File: src/hdl/tetrisBoard_defs.svh
`ifndef TETRIS_BOARD_DEFS_SVH
`define TETRIS_BOARD_DEFS_SVH

//////////////////////////////
// Board geometry
//////////////////////////////

`define BOARD_COLS   10
`define BOARD_ROWS   12
`define PIECE_CELLS  4

// Cell pitch includes the one pixel gap
`define CELL_PITCH   27
`define CELL_SIZE    26

`define BOARD_LEFT   300
`define BOARD_BOTTOM 400

// Grey frame, inclusive bounds
`define FRAME_LEFT   299
`define FRAME_RIGHT  569
`define FRAME_TOP    75
`define FRAME_BOTTOM 401

`define PIXEL_BITS   10
`define CELL_BITS    4
`define COLOR_BITS   12

//////////////////////////////
// Colours, 4 bits per channel
//////////////////////////////

`define COLOR_BLACK      12'h000
`define COLOR_GREY       12'h333
`define COLOR_LIGHT_GREY 12'hAAA

`endif
File: src/hdl/tetrisPkg.sv
`include "tetrisBoard_defs.svh"

package tetrisPkg;

	// hCount or vCount
	typedef logic [`PIXEL_BITS-1:0] pixelCoord_t;

	// Row or column index on the board
	typedef logic [`CELL_BITS-1:0] cellCoord_t;

	// Red, green, blue from msb down
	typedef logic [`COLOR_BITS-1:0] rgb_t;

	// Bit row * BOARD_COLS + col set for a settled cell
	typedef logic [`BOARD_ROWS*`BOARD_COLS-1:0] boardBits_t;

	// One coordinate per cell of the falling piece
	typedef cellCoord_t [`PIECE_CELLS-1:0] pieceCoords_t;

endpackage

File: src/hdl/tetrisPixelRenderer.sv
`timescale 1ns/10ps

module tetrisPixelRenderer
(
	input  logic                    Clk,
	input  logic                    reset,
	input  logic                    bright,
	input  tetrisPkg::pixelCoord_t  hCount,
	input  tetrisPkg::pixelCoord_t  vCount,
	input  tetrisPkg::boardBits_t   boardCells,
	input  tetrisPkg::pieceCoords_t pieceX,
	input  tetrisPkg::pieceCoords_t pieceY,
	output tetrisPkg::rgb_t         rgb
);

	import tetrisPkg::*;

	//////////////////////////////
	// Decode to occupancy
	//////////////////////////////

	cellCoord_t cellRow;
	cellCoord_t cellCol;
	logic       inCell;
	logic       inFrame;
	logic       brightD;

	//////////////////////////////
	// Occupancy to colour
	//////////////////////////////

	logic filled;
	logic inCellE;
	logic inFrameE;
	logic brightE;

	cellDecode decodeStage
	(
		.Clk     (Clk),
		.reset   (reset),
		.bright  (bright),
		.hCount  (hCount),
		.vCount  (vCount),
		.cellRow (cellRow),
		.cellCol (cellCol),
		.inCell  (inCell),
		.inFrame (inFrame),
		.brightD (brightD)
	);

	cellOccupancy occupancyStage
	(
		.Clk        (Clk),
		.reset      (reset),
		.cellRow    (cellRow),
		.cellCol    (cellCol),
		.inCell     (inCell),
		.inFrame    (inFrame),
		.brightD    (brightD),
		.boardCells (boardCells),
		.pieceX     (pieceX),
		.pieceY     (pieceY),
		.filled     (filled),
		.inCellE    (inCellE),
		.inFrameE   (inFrameE),
		.brightE    (brightE)
	);

	pixelColor colorStage
	(
		.Clk      (Clk),
		.reset    (reset),
		.filled   (filled),
		.inCellE  (inCellE),
		.inFrameE (inFrameE),
		.brightE  (brightE),
		.rgb      (rgb)
	);

endmodule

File: src/hdl/pixelColor.sv
`timescale 1ns/10ps

`include "tetrisBoard_defs.svh"

module pixelColor
(
	input  logic            Clk,
	input  logic            reset,
	input  logic            filled,
	input  logic            inCellE,
	input  logic            inFrameE,
	input  logic            brightE,
	output tetrisPkg::rgb_t rgb
);

	import tetrisPkg::*;

	rgb_t nextColor;

	// Blanking wins over everything
	always_comb
	begin
		if (!brightE)
			nextColor = `COLOR_BLACK;
		else if (filled && inCellE)
			nextColor = `COLOR_LIGHT_GREY;
		else if (inFrameE)
			nextColor = `COLOR_GREY;
		else
			nextColor = `COLOR_BLACK;
	end

	always_ff @(posedge Clk)
	begin
		if (reset)
			rgb <= `COLOR_BLACK;
		else
			rgb <= nextColor;
	end

	// Only the three board colours ever leave the pipe
	rgbLegal: assert property (@(posedge Clk)
		(rgb == `COLOR_BLACK) || (rgb == `COLOR_GREY) || (rgb == `COLOR_LIGHT_GREY));

endmodule

File: src/hdl/cellOccupancy.sv
`timescale 1ns/10ps

`include "tetrisBoard_defs.svh"

module cellOccupancy
(
	input  logic                    Clk,
	input  logic                    reset,
	input  tetrisPkg::cellCoord_t   cellRow,
	input  tetrisPkg::cellCoord_t   cellCol,
	input  logic                    inCell,
	input  logic                    inFrame,
	input  logic                    brightD,
	input  tetrisPkg::boardBits_t   boardCells,
	input  tetrisPkg::pieceCoords_t pieceX,
	input  tetrisPkg::pieceCoords_t pieceY,
	output logic                    filled,
	output logic                    inCellE,
	output logic                    inFrameE,
	output logic                    brightE
);

	import tetrisPkg::*;

	logic [$clog2(`BOARD_ROWS*`BOARD_COLS)-1:0] boardIdx;
	logic boardBit;
	logic pieceHit;

	assign boardIdx = $bits(boardIdx)'(cellRow) * $bits(boardIdx)'(`BOARD_COLS) +
		$bits(boardIdx)'(cellCol);
	assign boardBit = boardCells[boardIdx];

	// Row and column must come from the same piece cell
	always_comb
	begin
		pieceHit = 1'b0;
		for (int i = 0; i < `PIECE_CELLS; i++)
		begin
			if ((pieceY[i] < cellCoord_t'(`BOARD_ROWS)) && (pieceX[i] < cellCoord_t'(`BOARD_COLS)) &&
				(pieceY[i] == cellRow) && (pieceX[i] == cellCol))
				pieceHit = 1'b1;
		end
	end

	always_ff @(posedge Clk)
	begin
		if (reset)
		begin
			filled   <= 1'b0;
			inCellE  <= 1'b0;
			inFrameE <= 1'b0;
			brightE  <= 1'b0;
		end
		else
		begin
			filled   <= inCell && (boardBit || pieceHit);
			inCellE  <= inCell;
			inFrameE <= inFrame;
			brightE  <= brightD;
		end
	end

endmodule

File: src/hdl/cellDecode.sv
`timescale 1ns/10ps

`include "tetrisBoard_defs.svh"

module cellDecode
(
	input  logic                   Clk,
	input  logic                   reset,
	input  logic                   bright,
	input  tetrisPkg::pixelCoord_t hCount,
	input  tetrisPkg::pixelCoord_t vCount,
	output tetrisPkg::cellCoord_t  cellRow,
	output tetrisPkg::cellCoord_t  cellCol,
	output logic                   inCell,
	output logic                   inFrame,
	output logic                   brightD
);

	import tetrisPkg::*;

	cellCoord_t colIdx;
	cellCoord_t rowIdx;
	logic       colHit;
	logic       rowHit;
	logic       frameHit;

	// Column c starts at BOARD_LEFT + c * pitch
	always_comb
	begin
		colHit = 1'b0;
		colIdx = '0;
		for (int c = 0; c < `BOARD_COLS; c++)
		begin
			if ((hCount >= pixelCoord_t'(`BOARD_LEFT + `CELL_PITCH * c)) &&
				(hCount <= pixelCoord_t'(`BOARD_LEFT + `CELL_PITCH * c + `CELL_SIZE - 1)))
			begin
				colHit = 1'b1;
				colIdx = cellCoord_t'(c);
			end
		end
	end

	// Row 0 sits at the bottom, rows grow upwards
	always_comb
	begin
		rowHit = 1'b0;
		rowIdx = '0;
		for (int r = 0; r < `BOARD_ROWS; r++)
		begin
			if ((vCount >= pixelCoord_t'(`BOARD_BOTTOM - `CELL_PITCH * r - `CELL_SIZE + 1)) &&
				(vCount <= pixelCoord_t'(`BOARD_BOTTOM - `CELL_PITCH * r)))
			begin
				rowHit = 1'b1;
				rowIdx = cellCoord_t'(r);
			end
		end
	end

	assign frameHit = (hCount >= pixelCoord_t'(`FRAME_LEFT)) &&
		(hCount <= pixelCoord_t'(`FRAME_RIGHT)) &&
		(vCount >= pixelCoord_t'(`FRAME_TOP)) &&
		(vCount <= pixelCoord_t'(`FRAME_BOTTOM));

	always_ff @(posedge Clk)
	begin
		cellRow <= rowIdx;
		cellCol <= colIdx;
		if (reset)
		begin
			inCell  <= 1'b0;
			inFrame <= 1'b0;
			brightD <= 1'b0;
		end
		else
		begin
			inCell  <= colHit && rowHit;
			inFrame <= frameHit;
			brightD <= bright;
		end
	end

	//////////////////////////////
	// Checks on the decode result
	//////////////////////////////

	cellInsideFrame: assert property (@(posedge Clk) disable iff (reset)
		inCell |-> inFrame);

	cellIndexInRange: assert property (@(posedge Clk) disable iff (reset)
		inCell |-> ((cellCol < `BOARD_COLS) && (cellRow < `BOARD_ROWS)));

endmodule

File: config.mk
export PLATFORM = sky130hd
export DESIGN_NAME = tetrisPixelRenderer
export DESIGN_NICKNAME = d
export VERILOG_FILES = /design/src/hdl/tetrisPkg.sv /design/src/hdl/tetrisPixelRenderer.sv /design/src/hdl/pixelColor.sv /design/src/hdl/cellOccupancy.sv /design/src/hdl/cellDecode.sv
export VERILOG_INCLUDE_DIRS = /design/src /design/src/hdl
export SDC_FILE = /design/constraint.sdc
export NUM_CORES = 1
export LEC_CHECK = 0
export ABC_AREA = 1
export BUFFER_PORTS_ARGS = -buffer_cell sky130_fd_sc_hd__buf_2
export CORE_AREA = 4 4 116 118
export CTS_BUF_LIST = sky130_fd_sc_hd__clkbuf_8
export DETAILED_ROUTE_END_ITERATION = 7
export DIE_AREA = 0 0 120 122
export PLACE_DENSITY = 0.61
export SLEW_MARGIN = 25
export SYNTH_ARGS = -nofsm -noshare
export SYNTH_HDL_FRONTEND = slang
export SYNTH_SLANG_ARGS = --single-unit
File: constraint.sdc
create_clock -name Clk -period 3 [get_ports Clk]
set_clock_uncertainty 0.05 [all_clocks]
set_input_delay 0.45 -clock Clk [delete_from_list [all_inputs] [get_ports Clk]]
set_output_delay 0.45 -clock Clk [all_outputs]
set_load 0.005 [all_outputs]
==> results.py, run 1 <==
metrics = {
    "logic_synthesis": {
        "synth_top_area_share_pct": 21.47,
        "synth_edf_count": 0,
        "ys_seq_area_share_pct": 9.907,
        "synth_area_sq_um": 3637,
        "ys_types": 47,
        "synth-seq-cells": 18,
        "yosysTopAreaCell": "nand2_1",
        "ys_top_cells_by_area": "nand2_1, nand3_1, dfxtp_1",
        "yosys_warnings": 0,
        "synth_ff_type": "dfxtp_1",
        "syn_avg_cell_area_sq_um": 5.333,
        "async_flop_share_pct": 0,
        "synth_cells": 682,
    },
    "sta": {
        "rsz0062_at_grt": "false",
        "setup_tns_ns": 0,
        "timing.fmax_mhz": 394.9,
        "whs_ns": 0.3467,
        "min_period_over_period_pct": 84.40,
        "worst_slew_pin_slew_ns": 0.5932,
        "period_minus_slack_ns": 2.532,
        "drv_slew": 0,
        "max-slew-margin-rel_pct": 60.45,
        "final-hold-violation-count": 0,
        "setup_viol": 0,
    },
    "setup_path": {
        "r2r-end": "occupancyStage.filled$_SDFF_PP0_",
        "r2r-start": "decodeStage.cellRow[0]$_SDFF_PP1_",
        "reg2regPathDepth": 11,
        "critPathMaxFanout": 16,
        "crit_required_ns": 3.10,
        "critPathKind": "reg2reg",
        "start_kind": "flip-flop",
        "rrSetupSlack_ns": 0.47,
        "cp-end-kind": "flip-flop",
        "arrival_ns": 2.63,
    },
    "global_routing": {
        "grt_max_degree": 64,
        "grt_overflow": 0,
        "grt.total_usage_pct": 17.19,
        "antenna_found_initial": 0,
        "grt_pass1_wl_um": 21170,
        "grt_pass1_vias": 4486,
    },
    "finish": {
        "area_delta_synth_final_pct": 27.07,
        "fillCellCount": 1442,
        "layout-drive-gt1-share_pct": 26.56,
        "diodes": 0,
        "nets": 1020,
    },
    "pwr": {
        "leakage_nw": 2.518,
        "powerDensity_nw_per_um2": 347.3,
        "max-vdd-ir-drop_mv": 0.1424,
    },
    "clock_tree": {
        "clock-sinks": 18,
        "cts_hold_buf": 0,
        "clkTransAtPathRegs_ns": 0.07,
        "cts_buffer_depth": 2,
        "insertion_delay_ns": 0.25,
        "numCtsBuffers": 3,
        "root_buffer": "clkbuf_8",
        "cts_tree": "built",
        "h-tree-depth": 1,
    },
    "route": {
        "drtIter0Drc": 377,
        "first_pass_iters": 6,
        "vias": 4951,
        "viasPerCell": 4.912,
        "wl_um": 13550,
        "ant_nets": 0,
        "wire_per_inst_um": 13.45,
        "drc": 0,
    },
    "floorplanning": {
        "die_x_um": 120,
        "die_area_sq_um": 14640,
        "start_util_pct": 29.18,
        "row_count": 41,
        "core_sq_um": 12470,
        "die_h_um": 122,
        "ioPinCount": 187,
    },
    "worst_hold_path": {
        "min_path_cells": 3,
        "worstHoldStart": "bright",
        "hold_class": "in2reg",
        "hold_end": "decodeStage.brightD$_SDFF_PP0_",
    },
    "job": {
        "max-cap-violations": 0,
    },
    "place": {
        "routabilityCongestion": 0.9468,
        "dp_hpwl_um": 11290,
        "io_buffers": 183,
    },
    "run_status": {
        "status": "finished, final reports clean",
    },
}
[cells in the final DEF (no fill, tap or decap), drive strengths merged, types with 6 or more instances in the layout]
cell    Yosys  final
a21oi      17     17
buf        33    186
dfxtp      18     18
ha          6      6
inv        82     82
nand2     211    211
nand3     147    147
nand4      11     11
nor2       45     45
nor3       18     18
o211ai     12     12
o21ai      35     35
o22ai       6      6
xor2       12     12
[stage by stage]
stage / worst slack [ns] / cell area (sq um) / cells / utilization (%) / power [mW]
5_1_grt: 0.2198 / 4622 / 1008 / 37.08 / 1.785
2_1_floorplan: 0.8659 / 3645 / 684 / - / 1.099
6_report: 0.4679 / 4622 / 1008 / 37.08 / 1.605
4_1_cts: 0.2134 / 4619 / 1008 / 37.06 / 1.616
3_3_place_gp: 0.3742 / 4564 / 1004 / 36.62 / 1.421
3_5_place_dp: 0.2170 / 4564 / 1004 / 36.62 / 1.419
[Yosys cell counts (10+ instances only)]
| library cell | count |
|---|---|
| nand2_1 | 208 |
| o21ai_0 | 25 |
| buf_2 | 10 |
| nor3_1 | 17 |
| nand4_1 | 11 |
| dfxtp_1 | 18 |
| buf_4 | 17 |
| o211ai_1 | 11 |
| nand3_1 | 145 |
| xor2_1 | 11 |
| a21oi_1 | 17 |
| nor2_1 | 35 |
| inv_1 | 73 |
[critical path, stage by stage, from the launching register on]
cell and delay [ns]:
dfxtp_1 0.40, ha_1 0.27, fa_2 0.74, inv_1 0.30
nand3_1 0.17, nand3_1 0.08, nand3_1 0.09, nand3_1 0.08
nand3_1 0.08, nand3_1 0.09, nand2_1 0.07, inv_1 0.03
[kinds of logic (layout without fill, tap and decap cells)]
logic type	Yosys count	after routing	share of synthesized area [%]
AO/OA/AOI/OAI	77	77	12.45
XOR/XNOR	16	16	4.059
adder cells (fa/ha/maj)	8	8	3.165
buffers and inverters	121	273	15.31
flip-flops	18	18	9.907
other	1	3	0.1031
AND/OR/NAND/NOR	441	441	55.01
[final cells by class]
cell class / count / area [sq um] / share of cell area (%)
Sequential cell: 18 / 361.6 / 7.824
Multi-Input combinational cell: 545 / 2730 / 59.07
Inverter: 83 / 321.6 / 6.957
Clock buffer: 4 / 55.05 / 1.191
Tap cell: 172 / 215.2 / 4.656
Timing Repair Buffer: 186 / 938.4 / 20.30
[worst max path at each step]
stage | startpoint | end | slack (ns) | cells past startpoint
global placement | decodeStage.cellRow[0]$_SDFF_PP1_ | occupancyStage.filled$_SDFF_PP0_ | 0.37 | 11
finish | decodeStage.cellRow[0]$_SDFF_PP1_ | occupancyStage.filled$_SDFF_PP0_ | 0.47 | 11
CTS | decodeStage.cellRow[0]$_SDFF_PP1_ | occupancyStage.filled$_SDFF_PP0_ | 0.21 | 11
detailed placement | decodeStage.cellRow[0]$_SDFF_PP1_ | occupancyStage.filled$_SDFF_PP0_ | 0.22 | 11
global route | decodeStage.cellRow[0]$_SDFF_PP1_ | occupancyStage.filled$_SDFF_PP0_ | 0.22 | 11
floorplan | decodeStage.cellRow[0]$_SDFF_PP1_ | occupancyStage.filled$_SDFF_PP0_ | 0.87 | 13
[flip-flops by register name (all words and copies together) (netlist names)]
name	flops
colorStage.rgb	3
decodeStage.brightD	1
decodeStage.cellCol	4
occupancyStage.filled	1
occupancyStage.inCellE	1
occupancyStage.inFrameE	1
decodeStage.inFrame	1
decodeStage.cellRow	4
decodeStage.inCell	1
occupancyStage.brightE	1
[where the power goes]
part           switching, mW  internal (mW)  leakage [nW]
sequential            0.0365          0.262         0.149
clock                 0.0750          0.116        0.0288
combinational          0.686          0.430          2.34
total                  0.798          0.807          2.52
[layer usage]
layer	vias up	wire, um	global-route usage, %
met2	243	6483	31.23
met1	2130	5590	21.39
met3	30	1247	3.064
met4	0	234	3.221
li1	2548	-	-
met5	-	0	0
[timing repair]
item,4_1_cts,5_1_grt
endpoints found under the hold margin,0,0
resized for setup,0,1
endpoints found under the setup margin,0,1
buffers inserted,0,0
Power figures use the tool's default switching activity.
==> inputs of run 2 (changes only) <==
==> constraint.sdc (replaced) <==
create_clock -name Clk -period 2.6 [get_ports Clk]
set_clock_uncertainty 0.05 [all_clocks]
set_input_delay 0.39 -clock Clk [delete_from_list [all_inputs] [get_ports Clk]]
set_output_delay 0.39 -clock Clk [all_outputs]
set_load 0.005 [all_outputs]
==> run 2 against run 1 <==
Compared with the run above: cell area up 1.2%; non-clock buffer count up 8; sequential power up 7.0%; total power up 17%; core utilization up 0.46 points; critical path type unchanged; critical endpoint unchanged; largest cell class unchanged.
==> results.py, run 2 (synthesis results as in run 1) <==
metrics = {
    "setup_path": {
        "r2r-end": "occupancyStage.filled$_SDFF_PP0_",
        "rrSetupSlack_ns": 0.36,
        "r2r-start": "decodeStage.cellRow[0]$_SDFF_PP1_",
        "start_kind": "flip-flop",
        "critPathMaxFanout": 8,
        "crit_required_ns": 2.75,
        "critPathKind": "reg2reg",
        "cp-end-kind": "flip-flop",
        "arrival_ns": 2.39,
        "reg2regPathDepth": 11,
    },
    "sta": {
        "rsz0062_at_grt": "false",
        "worst_slack_ns": 0.3638,
        "min_period_over_period_pct": 86.01,
        "timing.fmax_mhz": 447.2,
        "period_minus_slack_ns": 2.236,
        "max-slew-margin-rel_pct": 58.49,
        "setup_viol": 0,
        "drv_slew": 0,
        "whs_ns": 0.2875,
        "worst_slew_pin_slew_ns": 0.6226,
        "setup_tns_ns": 0,
        "final-hold-violation-count": 0,
    },
    "clock_tree": {
        "cts_setup_buffers": 0,
        "cts_hold_buf": 0,
        "cts_tree": "built",
        "clock-sinks": 18,
        "cts_resized": 0,
        "numCtsBuffers": 3,
        "root_buffer": "clkbuf_8",
        "clkTransAtPathRegs_ns": 0.07,
        "cts_buffer_depth": 2,
        "h-tree-depth": 1,
        "insertion_delay_ns": 0.25,
    },
    "job": {
        "max-cap-violations": 0,
    },
    "global_routing": {
        "grt_overflow": 0,
        "grt_pass1_wl_um": 21580,
        "grt.total_usage_pct": 17.45,
        "grt_pass1_vias": 4594,
        "antenna_found_initial": 0,
        "grt_max_degree": 64,
    },
    "route": {
        "first_pass_iters": 5,
        "ant_nets": 0,
        "viasPerCell": 4.863,
        "drtIter0Drc": 297,
        "wire_per_inst_um": 13.30,
        "vias": 4941,
        "drc": 0,
        "wl_um": 13510,
    },
    "pwr": {
        "max-vdd-ir-drop_mv": 0.1825,
        "leakage_nw": 2.558,
        "powerDensity_nw_per_um2": 401.2,
        "switching_power_uw": 927.2,
        "combPwrFrac_pct": 70.9,
        "p_seq_share_pct": 17.0,
        "switching_share_pct": 49.39,
        "power.internal_uw": 950.0,
        "clkPwrFrac_pct": 12.1,
    },
    "floorplanning": {
        "core_sq_um": 12470,
        "ioPinCount": 187,
        "row_count": 41,
        "die_x_um": 120,
        "die_area_sq_um": 14640,
        "start_util_pct": 29.18,
        "die_h_um": 122,
    },
    "finish": {
        "area_delta_synth_final_pct": 28.66,
        "nets": 1028,
        "largest_registers": "decodeStage.cellCol: 4 flops, decodeStage.cellRow: 4 flops, colorStage.rgb: 3 flops",
        "final_common_cell": "nand2_1",
        "final_cell_mix": "nand2_1, buf_2, nand3_1",
        "diodes": 0,
        "layout-drive-gt1-share_pct": 27.13,
        "fillCellCount": 1422,
    },
    "place": {
        "io_buffers": 183,
        "routabilityCongestion": 0.9328,
        "dp_slack_ns": 0.3456,
        "dp_hpwl_um": 11300,
    },
    "run_status": {
        "status": "finished, final reports clean",
    },
    "worst_hold_path": {
        "hold_class": "in2reg",
        "worstHoldStart": "bright",
        "min_path_cells": 3,
        "hold_end": "decodeStage.brightD$_SDFF_PP0_",
    },
}
run 2: power groups by stage:
stage                     Combinational [mW]  Clock, mW  Sequential (mW)
after detailed placement                1.34          0            0.325
final                                   1.33      0.227            0.319
after global placement                  1.34          0            0.325
after floorplan                        0.943          0            0.325
after global routing                    1.52      0.248            0.322
after CTS                               1.34      0.236            0.319
run 2: how the worst max path moves through the flow:
| stage | from | to | slack [ns] | cells past startpoint |
|---|---|---|---|---|
| 6_report | decodeStage.cellRow[0]$_SDFF_PP1_ | occupancyStage.filled$_SDFF_PP0_ | 0.36 | 11 |
| 5_1_grt | decodeStage.cellRow[0]$_SDFF_PP1_ | occupancyStage.filled$_SDFF_PP0_ | 0.13 | 13 |
| 4_1_cts | decodeStage.cellRow[0]$_SDFF_PP1_ | occupancyStage.filled$_SDFF_PP0_ | 0.34 | 11 |
| 3_5_place_dp | decodeStage.cellRow[0]$_SDFF_PP1_ | occupancyStage.filled$_SDFF_PP0_ | 0.35 | 11 |
| 3_3_place_gp | decodeStage.cellRow[0]$_SDFF_PP1_ | occupancyStage.filled$_SDFF_PP0_ | 0.43 | 11 |
| 2_1_floorplan | decodeStage.cellRow[0]$_SDFF_PP1_ | occupancyStage.filled$_SDFF_PP0_ | 0.47 | 13 |
run 2: metrics by stage:
step | power, mW | util, % | instance area [sq um] | std cells
after floorplan | 1.268 | - | 3645 | 684
after global placement | 1.662 | 37.10 | 4624 | 1012
after detailed placement | 1.661 | 37.10 | 4624 | 1012
after CTS | 1.896 | 37.54 | 4679 | 1016
after global routing | 2.086 | 37.54 | 4679 | 1016
final | 1.877 | 37.54 | 4679 | 1016
run 2: worst max-delay path: stages, from the launching register on:
cell and delay, ns:
dfxtp_1 0.45, ha_1 0.28, ha_1 0.35, xor2_2 0.42
inv_4 0.10, nand3_1 0.11, nand3_1 0.08, nand3_1 0.09
nand3_1 0.07, nand3_1 0.08, nand2_1 0.05, inv_1 0.05
run 2: final cells by class:
| type | instances | area [sq um] | share of cell area [%] |
|---|---|---|---|
| clock buffers | 4 | 55.05 | 1.176 |
| well taps | 172 | 215.2 | 4.599 |
| repair buffers | 194 | 998.5 | 21.34 |
| multi-input cells | 545 | 2728 | 58.29 |
| flip-flops and latches | 18 | 361.6 | 7.727 |
| inverters | 83 | 321.6 | 6.872 |
run 2: layer usage:
layer	GRT usage (%)	share of wire [%]	vias up
met4	1.360	0.41	0
met5	0	0	-
met3	2.461	7.0	8
li1	-	-	2565
met2	32.24	49	215
met1	22.42	44	2153
